**src/hdl/pipe_settings.svh**
```systemverilog
// opcode and stage-count macros for the hazard control
// opcodes are the rv64i major opcodes in bits 6:0 only
// funct fields are never decoded, so all ops in a class look alike
// BACK_STAGES must stay 3 to match the ex/mem/wb stage enum

`ifndef PIPE_SETTINGS_SVH
`define PIPE_SETTINGS_SVH

// upper immediate and jumps
`define OPC_LUI      7'b0110111
`define OPC_AUIPC    7'b0010111
`define OPC_JAL      7'b1101111
`define OPC_JALR     7'b1100111

// memory access
`define OPC_LOAD     7'b0000011
`define OPC_STORE    7'b0100011

// register-immediate and register-register alu ops
`define OPC_ITYPE    7'b0010011
`define OPC_ITYPE_W  7'b0011011
`define OPC_RTYPE    7'b0110011
`define OPC_RTYPE_W  7'b0111011

// conditional branches
`define OPC_BRANCH   7'b1100011

// ex, mem and wb
`define BACK_STAGES  3

`endif

```
**src/hdl/rv_pipe_pkg.sv**
```systemverilog
// shared types of the pipeline hazard control
// back_t index 0 is always the ex stage, highest index is wb
// register numbers are 5 bits, x0 never counts as a producer

`default_nettype none

`include "pipe_settings.svh"

package rv_pipe_pkg;

    // raw instruction word as offered to id
    typedef logic [31:0] instr_t;

    // names a back stage, order follows back_t index
    typedef enum logic [1:0] {
        ex  = 2'd0,
        mem = 2'd1,
        wb  = 2'd2
    } stage_e;

    // destination record, carried from id down to wb
    typedef struct packed {
        logic       valid;
        // updates some register other than x0
        logic       writes;
        logic       is_load;
        logic [4:0] rd;
    } dest_t;

    // source use of the instruction in id
    typedef struct packed {
        logic [4:0] rs1;
        logic [4:0] rs2;
        logic       use_rs1;
        logic       use_rs2;
        // branch, jalr or store, needs operands before ex
        logic       early;
        logic       valid;
    } src_t;

    // forward select for one ex operand
    typedef struct packed {
        logic   en;
        stage_e sel;
    } fwd_t;

    // records of all back stages
    typedef dest_t [`BACK_STAGES-1:0] back_t;

endpackage

`default_nettype wire

```
**src/hdl/id_stage.sv**
```systemverilog
// instruction decode register for the hazard control
// only the major opcode is looked at, unknown opcodes read rs1
// holds its contents whenever stall_front is high

`default_nettype none

`include "pipe_settings.svh"

module id_stage (
    input  wire                   clk,
    input  wire                   rst_n,
    input  wire rv_pipe_pkg::instr_t instr,
    input  wire                   instr_valid,
    input  wire                   stall_front,
    output rv_pipe_pkg::src_t     src,
    output rv_pipe_pkg::dest_t    dest
);

    rv_pipe_pkg::instr_t ir;
    logic                ir_valid;
    logic [6:0]          opc;
    logic [4:0]          rd;

    // valid bit is control state, the word itself is payload
    always_ff @(posedge clk) begin
        if (!rst_n) begin
            ir_valid <= 1'b0;
        end else if (!stall_front) begin
            ir_valid <= instr_valid;
        end
    end

    always_ff @(posedge clk) begin
        if (!stall_front) begin
            ir <= instr;
        end
    end

    assign opc = ir[6:0];
    assign rd  = ir[11:7];

    always_comb begin
        src.rs1     = ir[19:15];
        src.rs2     = ir[24:20];
        // lui, auipc and jal take pc or immediate only
        src.use_rs1 = !(opc == `OPC_LUI || opc == `OPC_AUIPC || opc == `OPC_JAL);
        // rs2 is a register only for r-type, branch and store
        src.use_rs2 = opc == `OPC_RTYPE || opc == `OPC_RTYPE_W ||
                      opc == `OPC_BRANCH || opc == `OPC_STORE;
        // operands consumed in id, no forward path there
        src.early   = opc == `OPC_BRANCH || opc == `OPC_JALR || opc == `OPC_STORE;
        src.valid   = ir_valid;
    end

    always_comb begin
        dest.valid   = ir_valid;
        // branch and store have no rd, x0 writes are dropped
        dest.writes  = !(opc == `OPC_BRANCH || opc == `OPC_STORE) && (rd != 5'd0);
        dest.is_load = opc == `OPC_LOAD;
        dest.rd      = rd;
    end

endmodule

`default_nettype wire

```
**src/hdl/stage_shift.sv**
```systemverilog
// shift of destination records through ex, mem and wb
// one record per stage, index 0 is ex
// hold freezes all stages, bubble only affects what enters ex

`default_nettype none

`include "pipe_settings.svh"

module stage_shift (
    input  wire                    clk,
    input  wire                    rst_n,
    input  wire rv_pipe_pkg::dest_t dest_in,
    input  wire                    bubble,
    input  wire                    hold,
    output rv_pipe_pkg::back_t     back
);

    rv_pipe_pkg::back_t back_r;
    rv_pipe_pkg::dest_t ex_in;

    // bubble keeps the payload, only the valid bit drops
    always_comb begin
        ex_in = dest_in;
        if (bubble) begin
            ex_in.valid = 1'b0;
        end
    end

    always_ff @(posedge clk) begin
        if (!rst_n) begin
            for (int i = 0; i < `BACK_STAGES; i++) begin
                back_r[i].valid <= 1'b0;
            end
        end else if (!hold) begin
            back_r[0] <= ex_in;
            // older stages take the record one stage younger
            for (int i = 1; i < `BACK_STAGES; i++) begin
                back_r[i] <= back_r[i-1];
            end
        end
    end

    assign back = back_r;

endmodule

`default_nettype wire

```
**src/hdl/hazard_ctrl.sv**
```systemverilog
// stall and forward decision for the instruction in id
// youngest matching back stage wins per source
// a load still in ex or mem, or any match of an early user, stalls
// forward selects are registered and describe the instruction in ex

`default_nettype none

`include "pipe_settings.svh"

module hazard_ctrl (
    input  wire                    clk,
    input  wire                    rst_n,
    input  wire rv_pipe_pkg::src_t  src,
    input  wire rv_pipe_pkg::back_t back,
    input  wire                    ext_stall,
    output logic                   stall_front,
    output rv_pipe_pkg::fwd_t      fwd_a,
    output rv_pipe_pkg::fwd_t      fwd_b
);

    // result of the search for one source
    typedef struct packed {
        logic                hit;
        logic                is_load;
        rv_pipe_pkg::stage_e sel;
    } match_t;

    match_t match_a;
    match_t match_b;
    logic   hold_a;
    logic   hold_b;
    logic   hz_stall;

    // walk from wb towards ex so the youngest hit overwrites
    function automatic match_t find_match(
        input logic [4:0]         rs,
        input logic               used,
        input rv_pipe_pkg::back_t recs
    );
        match_t m;
        m = '0;
        for (int i = `BACK_STAGES - 1; i >= 0; i--) begin
            if (used && rs != 5'd0 && recs[i].valid && recs[i].writes &&
                recs[i].rd == rs) begin
                m.hit     = 1'b1;
                m.is_load = recs[i].is_load;
                m.sel     = rv_pipe_pkg::stage_e'(2'(i));
            end
        end
        return m;
    endfunction

    assign match_a = find_match(src.rs1, src.valid && src.use_rs1, back);
    assign match_b = find_match(src.rs2, src.valid && src.use_rs2, back);

    // load data not ready before wb
    // early users cannot take a forward at all
    assign hold_a = match_a.hit &&
                    ((match_a.is_load && match_a.sel != rv_pipe_pkg::wb) || src.early);
    assign hold_b = match_b.hit &&
                    ((match_b.is_load && match_b.sel != rv_pipe_pkg::wb) || src.early);

    assign hz_stall    = hold_a || hold_b;
    assign stall_front = ext_stall || hz_stall;

    // en is control state, sel is payload behind it
    always_ff @(posedge clk) begin
        if (!rst_n) begin
            fwd_a.en <= 1'b0;
            fwd_b.en <= 1'b0;
        end else if (!ext_stall) begin
            // a bubble enters ex while id is stalled
            fwd_a.en <= match_a.hit && !hz_stall;
            fwd_b.en <= match_b.hit && !hz_stall;
        end
    end

    always_ff @(posedge clk) begin
        if (!ext_stall) begin
            fwd_a.sel <= match_a.sel;
            fwd_b.sel <= match_b.sel;
        end
    end

endmodule

`default_nettype wire

```
**src/hdl/pipe_ctrl_top.sv**
```systemverilog
// hazard control top, id stage feeding back-stage shift and controller
// take is the only logic here, valid and not stalled
// fwd_a and fwd_b refer to the instruction currently in ex

`default_nettype none

module pipe_ctrl_top (
    input  wire                     clk,
    input  wire                     rst_n,
    input  wire rv_pipe_pkg::instr_t instr,
    input  wire                     instr_valid,
    input  wire                     ext_stall,
    output wire                     take,
    output wire                     stall_front,
    output wire rv_pipe_pkg::fwd_t  fwd_a,
    output wire rv_pipe_pkg::fwd_t  fwd_b
);

    wire rv_pipe_pkg::src_t  src;
    wire rv_pipe_pkg::dest_t dest;
    wire rv_pipe_pkg::back_t back;

    // offered word enters id at this edge
    assign take = instr_valid && !stall_front;

    id_stage u_id_stage (
        .clk         (clk),
        .rst_n       (rst_n),
        .instr       (instr),
        .instr_valid (instr_valid),
        .stall_front (stall_front),
        .src         (src),
        .dest        (dest)
    );

    // stall_front doubles as the ex bubble, ext_stall freezes all
    stage_shift u_stage_shift (
        .clk     (clk),
        .rst_n   (rst_n),
        .dest_in (dest),
        .bubble  (stall_front),
        .hold    (ext_stall),
        .back    (back)
    );

    hazard_ctrl u_hazard_ctrl (
        .clk         (clk),
        .rst_n       (rst_n),
        .src         (src),
        .back        (back),
        .ext_stall   (ext_stall),
        .stall_front (stall_front),
        .fwd_a       (fwd_a),
        .fwd_b       (fwd_b)
    );

endmodule

`default_nettype wire

```
**config.mk**
```make
export PLATFORM = sky130hd
export DESIGN_NAME = pipe_ctrl_top
export DESIGN_NICKNAME = d
export VERILOG_FILES = /design/src/hdl/rv_pipe_pkg.sv /design/src/hdl/id_stage.sv /design/src/hdl/stage_shift.sv /design/src/hdl/hazard_ctrl.sv /design/src/hdl/pipe_ctrl_top.sv
export VERILOG_INCLUDE_DIRS = /design/src /design/src/hdl
export SDC_FILE = /design/constraint.sdc
export NUM_CORES = 1
export LEC_CHECK = 0
export ABC_AREA = 1
export BUFFER_PORTS_ARGS = -buffer_cell sky130_fd_sc_hd__buf_2
export CORE_UTILIZATION = 60
export CTS_CLUSTER_SIZE = 14
export DETAILED_ROUTE_END_ITERATION = 10
export GPL_TIMING_DRIVEN = 0
export MAX_ROUTING_LAYER = met4
export PLACE_DENSITY = 0.82
export SLEW_MARGIN = 10
export SYNTH_ARGS = -nofsm -noshare
export SYNTH_HDL_FRONTEND = slang
export SYNTH_SLANG_ARGS = --single-unit
export TNS_END_PERCENT = 50
```
**constraint.sdc**
```tcl
create_clock -name clk -period 5.9 [get_ports clk]
set_input_delay 1.18 -clock clk [delete_from_list [all_inputs] [get_ports clk]]
set_output_delay 1.18 -clock clk [all_outputs]
set_load 0.01 [all_outputs]
```
==> run metrics, run 1 <==
Non-Filler Cell Area, Final around 3000 um^2; reg-to-reg endpoint u_id_stage.ir[20]; I/O pin total 44; wire length on met3 298 um; crit path max-delay cell type inv_1; wl on met1 2.02 mm; crit path time final 3.29 ns; CTS clk-pin slew, worst paths 0.09 ns; result of the run finished, final reports clean; Slew Limit Fails 0; Site Rows 23; largest net degree at the start of global routing 23; clk sink count 52; sequential area share after synthesis 0.591; Pleak 1.38 nW; Largest delay share family, worst path buffers and inverters; CTS Buf Count 5; Layout area overhead 15.8%; uppermost layer routed met4; Routability Congestion 0.930; mean area per synthesized cell around 9 um^2; Clock Tree Root clkbuf_8; setup skew after layout 0.00704 ns; Starting Density 0.631; Worst setup SP type input pin; Syn. warnings 0; Post-route DRC 0; #FFs+latches synth 52; worst setup margin approximately 2.6 ns; data required time of the worst path 4.72 ns; WP data arrival 2.11 ns; hold_sp u_id_stage.ir[9]; I/O Buffers 33; Hold Path Stages 0; DP Worst Slack 2.63 ns; Final Setup Violations 0; Mapped Nets 321; WL final roughly 4.6 mm; placed cell area 2780 um^2; Hold Crit Class reg -> reg; Antenna diodes 0; Synth Cell Area 2540 um^2; most common cell after layout, fill and taps aside nand2_1; Core ar. 4030 um^2; TritonCTS clock tree yes; DR vias/cell 5.07; Critical R2R Launch u_id_stage.ir[23]; Worst Tran Pin Value 0.771 ns; PwrDens about 280 nW/um^2; Bufs on Longest Clock Path 2; Worst Hold End u_stage_shift.back[2]; Tcrit/Tclk final 0.557; DIE HEIGHT between 60 and 70 um; setup repair bufs after CTS 0; max_cap viols 0; CP Max Fanout 8; crit path launch ext_stall; Die W 67.1 um; critical path, cell by cell buf_2 > inv_1 > nand2_2 > nor2_2 > nand3_2 > inv_1 > buf_2; Antenna Nets Post-Route 0; WL/cell 12.2 um; VDD IR-drop max 174 uV; H-tree level count 2; initial DRC count 136; CP Capture Type primary output; post_cts resized 0; RSZ-0062 raised after global routing false; layout cells sized above 1 0.251; R2R setup slack 3.51 ns; placed cell count 369; crit-path max cell delay roughly 0.21 ns; cell count after synthesis approximately 290; met2 wire length 2.21 mm; Overall Power about 0.81 mW; Layout Cells excl Fill 377; first-pass GRT wire length 7.45 mm; TritonRoute pass-1 iters 5; GRT Overall Usage 0.241; GRT Residual Overflow 0; FILL cells between 200 and 300; NumNets Final 362; critical path type in -> out; initial antenna violation count 0; post-synthesis cell type count 23; cts hold-fix bufs 0; setup_tns 0 ns; hold violation total from the final report 0; WP buf/inv 4; slew margin rel. 0.486; vias in the first global route around 1700; post-DP HPWL 3.44 mm; DIE AREA 4500 um^2; worst skew pair latency 0.31 ns; Max Clk Rate 0.304 GHz; Vias between 1500 and 2000; most frequent cells in the layout 88 x nand2_1, 46 x edfxtp_1, 35 x inv_1, 33 x nor2_1, 33 x buf_2; r2r worst-path depth 11
## stage by stage
step                      utilization  hold slack [ns]
after global routing            0.730            0.460
final                           0.730            0.449
after CTS                       0.730            0.450
after detailed placement        0.691            0.429
after global placement          0.687            0.423
after floorplan                     -            0.417
## sequential cells by signal (all words and copies together), names as in the netlist
| register | count |
|---|---|
| u_hazard_ctrl.fwd_a | 3 |
| u_stage_shift.back | 23 |
| u_hazard_ctrl.fwd_b | 3 |
| u_id_stage.ir | 22 |
| u_id_stage.ir_valid | 1 |
## layer usage
layer / global-route usage / vias up
li1: - / 988
met1: 0.301 / 839
met2: 0.380 / 75
met3: 0.0531 / 10
met4: 0.0984 / 0
met5: - / -
## layout make-up
type / instances / area [um^2] / share of cell area
sequential: 52 / 1500 / 0.510
multi-input combinational: 187 / 870 / 0.296
timing repair buffer: 34 / 176 / 0.0600
inverter: 46 / 173 / 0.0587
clock inverter: 3 / 90.1 / 0.0306
clock buffer: 5 / 68.8 / 0.0234
tap: 50 / 62.6 / 0.0213
## cell usage after synthesis, drive strengths merged
library cell,instances,share of area
a21boi,1,0.0030
a21o,1,0.0030
a21oi,7,0.017
and3,1,0.0030
dfxtp,6,0.047
edfxtp,46,0.54
inv,46,0.068
nand2,96,0.15
nand3,15,0.039
nand4,1,0.0025
nor2,46,0.082
nor4,2,0.0049
o21a,1,0.0030
o21ai,15,0.030
or4,1,0.0030
## worst max path at each step
stage	cells after the start	slack (ns)	end
after floorplan	5	2.96	take
after global placement	7	2.65	take
after detailed placement	7	2.63	take
after CTS	7	2.62	take
after global routing	7	2.48	take
final	7	2.61	take
## kinds of logic after synthesis
logic type | share of synthesized area
and+or+nand+nor | 0.286
DFF | 0.591
buffers and inverters | 0.0679
AOI/OAI and AO/OA | 0.0551
## report_power, final
group          total [mW]  switching, mW  internal [mW]
logic              0.0556         0.0348         0.0208
clock network       0.327          0.115          0.212
registers           0.432         0.0137          0.418
(Power assumes the default switching activity.)
==> run 2, diff against run 1 <==
CORE_UTILIZATION = 50   (was 60)
PLACE_DENSITY = 0.72   (was 0.82)
clock period = 3 ns   (was 5.9 ns; I/O delays follow)
==> run metrics, run 2 (synthesis results as in run 1) <==
DIE HEIGHT approximately 73 um; VDD IR-drop max 361 uV; cts hold-fix bufs 0; R2R setup slack 0.59 ns; Layout Cells excl Fill between 300 and 400; worst setup margin between 0.3 and 0.4 ns; vias in the first global route 1822; slew margin rel. 0.466; DP Worst Slack 0.566 ns; I/O Buffers 33; Antenna Nets Post-Route 0; H-tree level count 2; clk sink count 52; PwrDens about 500 nW/um^2; placed cell count just under 400; DIE AREA approximately 5400 um^2; setup repair bufs after CTS 0; Routability Congestion 0.871; Post-route DRC 0; Pleak 1.35 nW; WP data arrival between 2 and 2.5 ns; Core ar. between 4000 and 5000 um^2; TritonRoute pass-1 iters 4; CTS clk-pin slew, worst paths 0.09 ns; DR vias/cell between 4 and 5; placed cell area 2800 um^2; largest net degree at the start of global routing 23; Max Clk Rate 0.381 GHz; TritonCTS clock tree yes; Hold Path Stages 0; WL final 4.60 mm; setup skew after layout roughly 0.0063 ns; initial antenna violation count 0; GRT Residual Overflow 0; Die W 73.3 um; Antenna diodes 0; crit path launch u_id_stage.ir[23]; critical path type reg -> out; Hold WS 0.454 ns; Worst Tran Pin Value between 0.8 and 0.9 ns; CTS Buf Count 5; I/O pin total 44; Critical R2R Launch u_id_stage.ir[23]; layout cells sized above 1 0.251; data required time of the worst path between 2 and 2.5 ns; Worst setup SP type flop; post-layout util 0.606; initial DRC count 72; first-pass GRT wire length 7.75 mm; post-DP HPWL approximately 3.6 mm; hold violation total from the final report 0; Non-Filler Cell Area, Final 2920 um^2; result of the run finished, final reports clean; WL/cell 11.7 um; Bufs on Longest Clock Path 2; r2r worst-path depth 11; worst skew pair latency 0.31 ns; most common cell after layout, fill and taps aside nand2_1; NumNets Final 362; Clock Tree Root clkbuf_8; post_cts resized 0; Vias ~1900; CP Max Fanout 5; most frequent cells in the layout 88 x nand2_1, 46 x edfxtp_1, 35 x inv_1, 33 x nor2_1, 33 x buf_2; Site Rows 25; Layout area overhead 14.9%; Slew Limit Fails 0; Overall Power 1.45 mW; setup_tns 0 ns; hold_sp u_id_stage.ir[8]; Starting Density 0.528; crit path time final 2.63 ns; CP Capture Type primary output; GRT Overall Usage 0.205; Tcrit/Tclk final 0.875; max reg flops 23; max_cap viols 0; Final Setup Violations 0; Hold Crit Class reg -> reg; RSZ-0062 raised after global routing false
run 2: final cells by class:
cell class	count	area [um^2]
fill	413	1900
tap	67	83.8
sequential	52	1500
inverter	46	173
timing repair buffer	34	176
multi-input combinational	187	870
clock inverter	3	46.3
clock buffer	5	68.8
run 2: critical path: stages, from the launching register on:
cell and delay (ns):
edfxtp_1 0.51, nand2_1 0.11, nand2_1 0.06, nor2_1 0.13
nand2_1 0.08, nor2_2 0.13, inv_1 0.08, nand2_2 0.09
a21oi_2 0.06, nor2_2 0.17, nand3_2 0.12, inv_1 0.06
buf_2 0.12
run 2: worst paths after layout:
kind | to
setup reg to reg | u_id_stage.ir[1]
hold / removal | u_stage_shift.back[1]
hold reg to reg | u_stage_shift.back[1]
setup / recovery | take
run 2: report_power, final:
part	internal (mW)	total, mW	switching, mW
clock network	0.251	0.491	0.239
logic	0.0409	0.110	0.0689
registers	0.823	0.850	0.0268
run 2: layer usage:
layer | vias up | GRT usage | part of all wire
li1 | 989 | - | -
met1 | 858 | 0.243 | 0.46
met2 | 46 | 0.341 | 0.48
met3 | 10 | 0.0425 | 0.035
met4 | 0 | 0.0855 | 0.025
met5 | - | - | 0
==> run 3, diff against run 2 <==
CORE_ASPECT_RATIO = 1.5   (was default)
==> run metrics, run 3 (synthesis results as in run 1) <==
NumNets Final 362; Antenna Nets Post-Route 0; placed cell count 385; Worst Tran Pin Value between 0.7 and 0.8 ns; I/O Buffers 33; WL/cell ~12 um; Overall Power 1.35 mW; setup_tns 0 ns; result of the run finished, final reports clean; largest net degree at the start of global routing 23; initial DRC count 69; setup skew after layout 0.00810 ns; TritonCTS clock tree yes; slew margin rel. 0.488; Hold WS 0.445 ns; WP data arrival 2.02 ns; clk sink count 52; DR vias/cell 4.91; critical path type reg -> out; CTS clk-pin slew, worst paths ~0.090 ns; Switching Share 0.240; Hold Crit Class reg -> reg; Int Power 1.03 mW; Flop pwr share 0.629; Clock Tree Root clkbuf_8; setup repair bufs after CTS 0; Pleak 1.34 nW; Max Clk Rate 0.382 GHz; post-layout util 0.596; CTS Buf Count 5; Site Rows 31; GRT Residual Overflow 0; Layout Cells excl Fill 393; placed cell area 2800 um^2; Die W 60.2 um; Non-Filler Cell Area, Final between 2000 and 3000 um^2; DIE HEIGHT 89.3 um; Hold Path Stages 0; Clock power frac 0.290; Comb power frac 0.081; WL final 4.64 mm; post-DP HPWL between 3 and 4 mm; I/O pin total between 40 and 50; Layout area overhead 13.7%; Final Setup Violations 0; CP Capture Type primary output; r2r worst-path depth 11; cts hold-fix bufs 0; PwrDens 468 nW/um^2; H-tree level count 2; Net Sw Power 0.324 mW; Routability Congestion 0.872; post_cts resized 0; DIE AREA 5380 um^2; GRT Overall Usage 0.204; TritonRoute pass-1 iters 5; Vias 1931; RSZ-0062 raised after global routing false; R2R setup slack roughly 0.63 ns; crit path time final between 2 and 3 ns; Worst setup SP type flop; Starting Density 0.524; Core ar. just under 5000 um^2; most common cell after layout, fill and taps aside nand2_1; worst setup margin 0.385 ns; first-pass GRT wire length 7.67 mm; worst skew pair latency 0.31 ns; max_cap viols 0; max reg flops 23; vias in the first global route 1704; layout cells sized above 1 0.248; Antenna diodes 0; most frequent cells in the layout 88 x nand2_1, 46 x edfxtp_1, 35 x inv_1, 33 x nor2_1, 33 x buf_2; Slew Limit Fails 0; FILL cells approximately 440; hold violation total from the final report 0; Tcrit/Tclk final 0.872; Bufs on Longest Clock Path 2; initial antenna violation count 0; data required time of the worst path 2.40 ns; DP Worst Slack roughly 0.61 ns; Post-route DRC 0; VDD IR-drop max 349 uV; CP Max Fanout 5
[run 3: cell types whose count changed in the layout (fill, tap and decap cells not counted), sizes merged]
cell      previous run  this run
clkinvlp             1         0
clkinv               0         2
bufinv               1         0
[run 3: metal layers]
layer  global-route usage  part of all wire  vias to the layer above
met3               0.0304             0.047                        8
met4               0.0698             0.019                        0
li1                     -                 -                      992
met1                0.235              0.40                      864
met5                    -                 0                        -
met2                0.357              0.53                       67
[run 3: worst max-delay path: stages (launching register included)]
cell and delay (ns):
edfxtp_1 0.49, nand2_1 0.12, nand2_1 0.07, nor2_1 0.11, nand2_1 0.08, nor2_2 0.15
inv_1 0.09, nand2_2 0.09, a21oi_2 0.06, nor2_2 0.16, nand3_2 0.11, inv_1 0.06
buf_2 0.12
[run 3: final timing paths]
path	start	end
max reg2reg	u_id_stage.ir[20]	u_id_stage.ir[24]
min reg2reg	u_id_stage.ir[8]	u_stage_shift.back[1]
min	u_id_stage.ir[8]	u_stage_shift.back[1]
max	u_id_stage.ir[23]	take
[run 3: layout make-up]
cell class | instances | area [um^2] | area share
multi-input combinational | 187 | 870 | 0.301
inverter | 46 | 173 | 0.0598
sequential | 52 | 1500 | 0.520
clock inverter | 3 | 17.5 | 0.00606
timing repair buffer | 34 | 176 | 0.0611
clock buffer | 5 | 68.8 | 0.0238
tap | 66 | 82.6 | 0.0286
[run 3: power groups by stage]
stage	clock network (mW)	registers (mW)	logic, mW
3_3_place_gp	0	0.865	0.105
6_report	0.392	0.849	0.110
4_1_cts	0.405	0.849	0.110
5_1_grt	0.426	0.854	0.126
3_5_place_dp	0	0.866	0.110
2_1_floorplan	0	0.858	0.0711
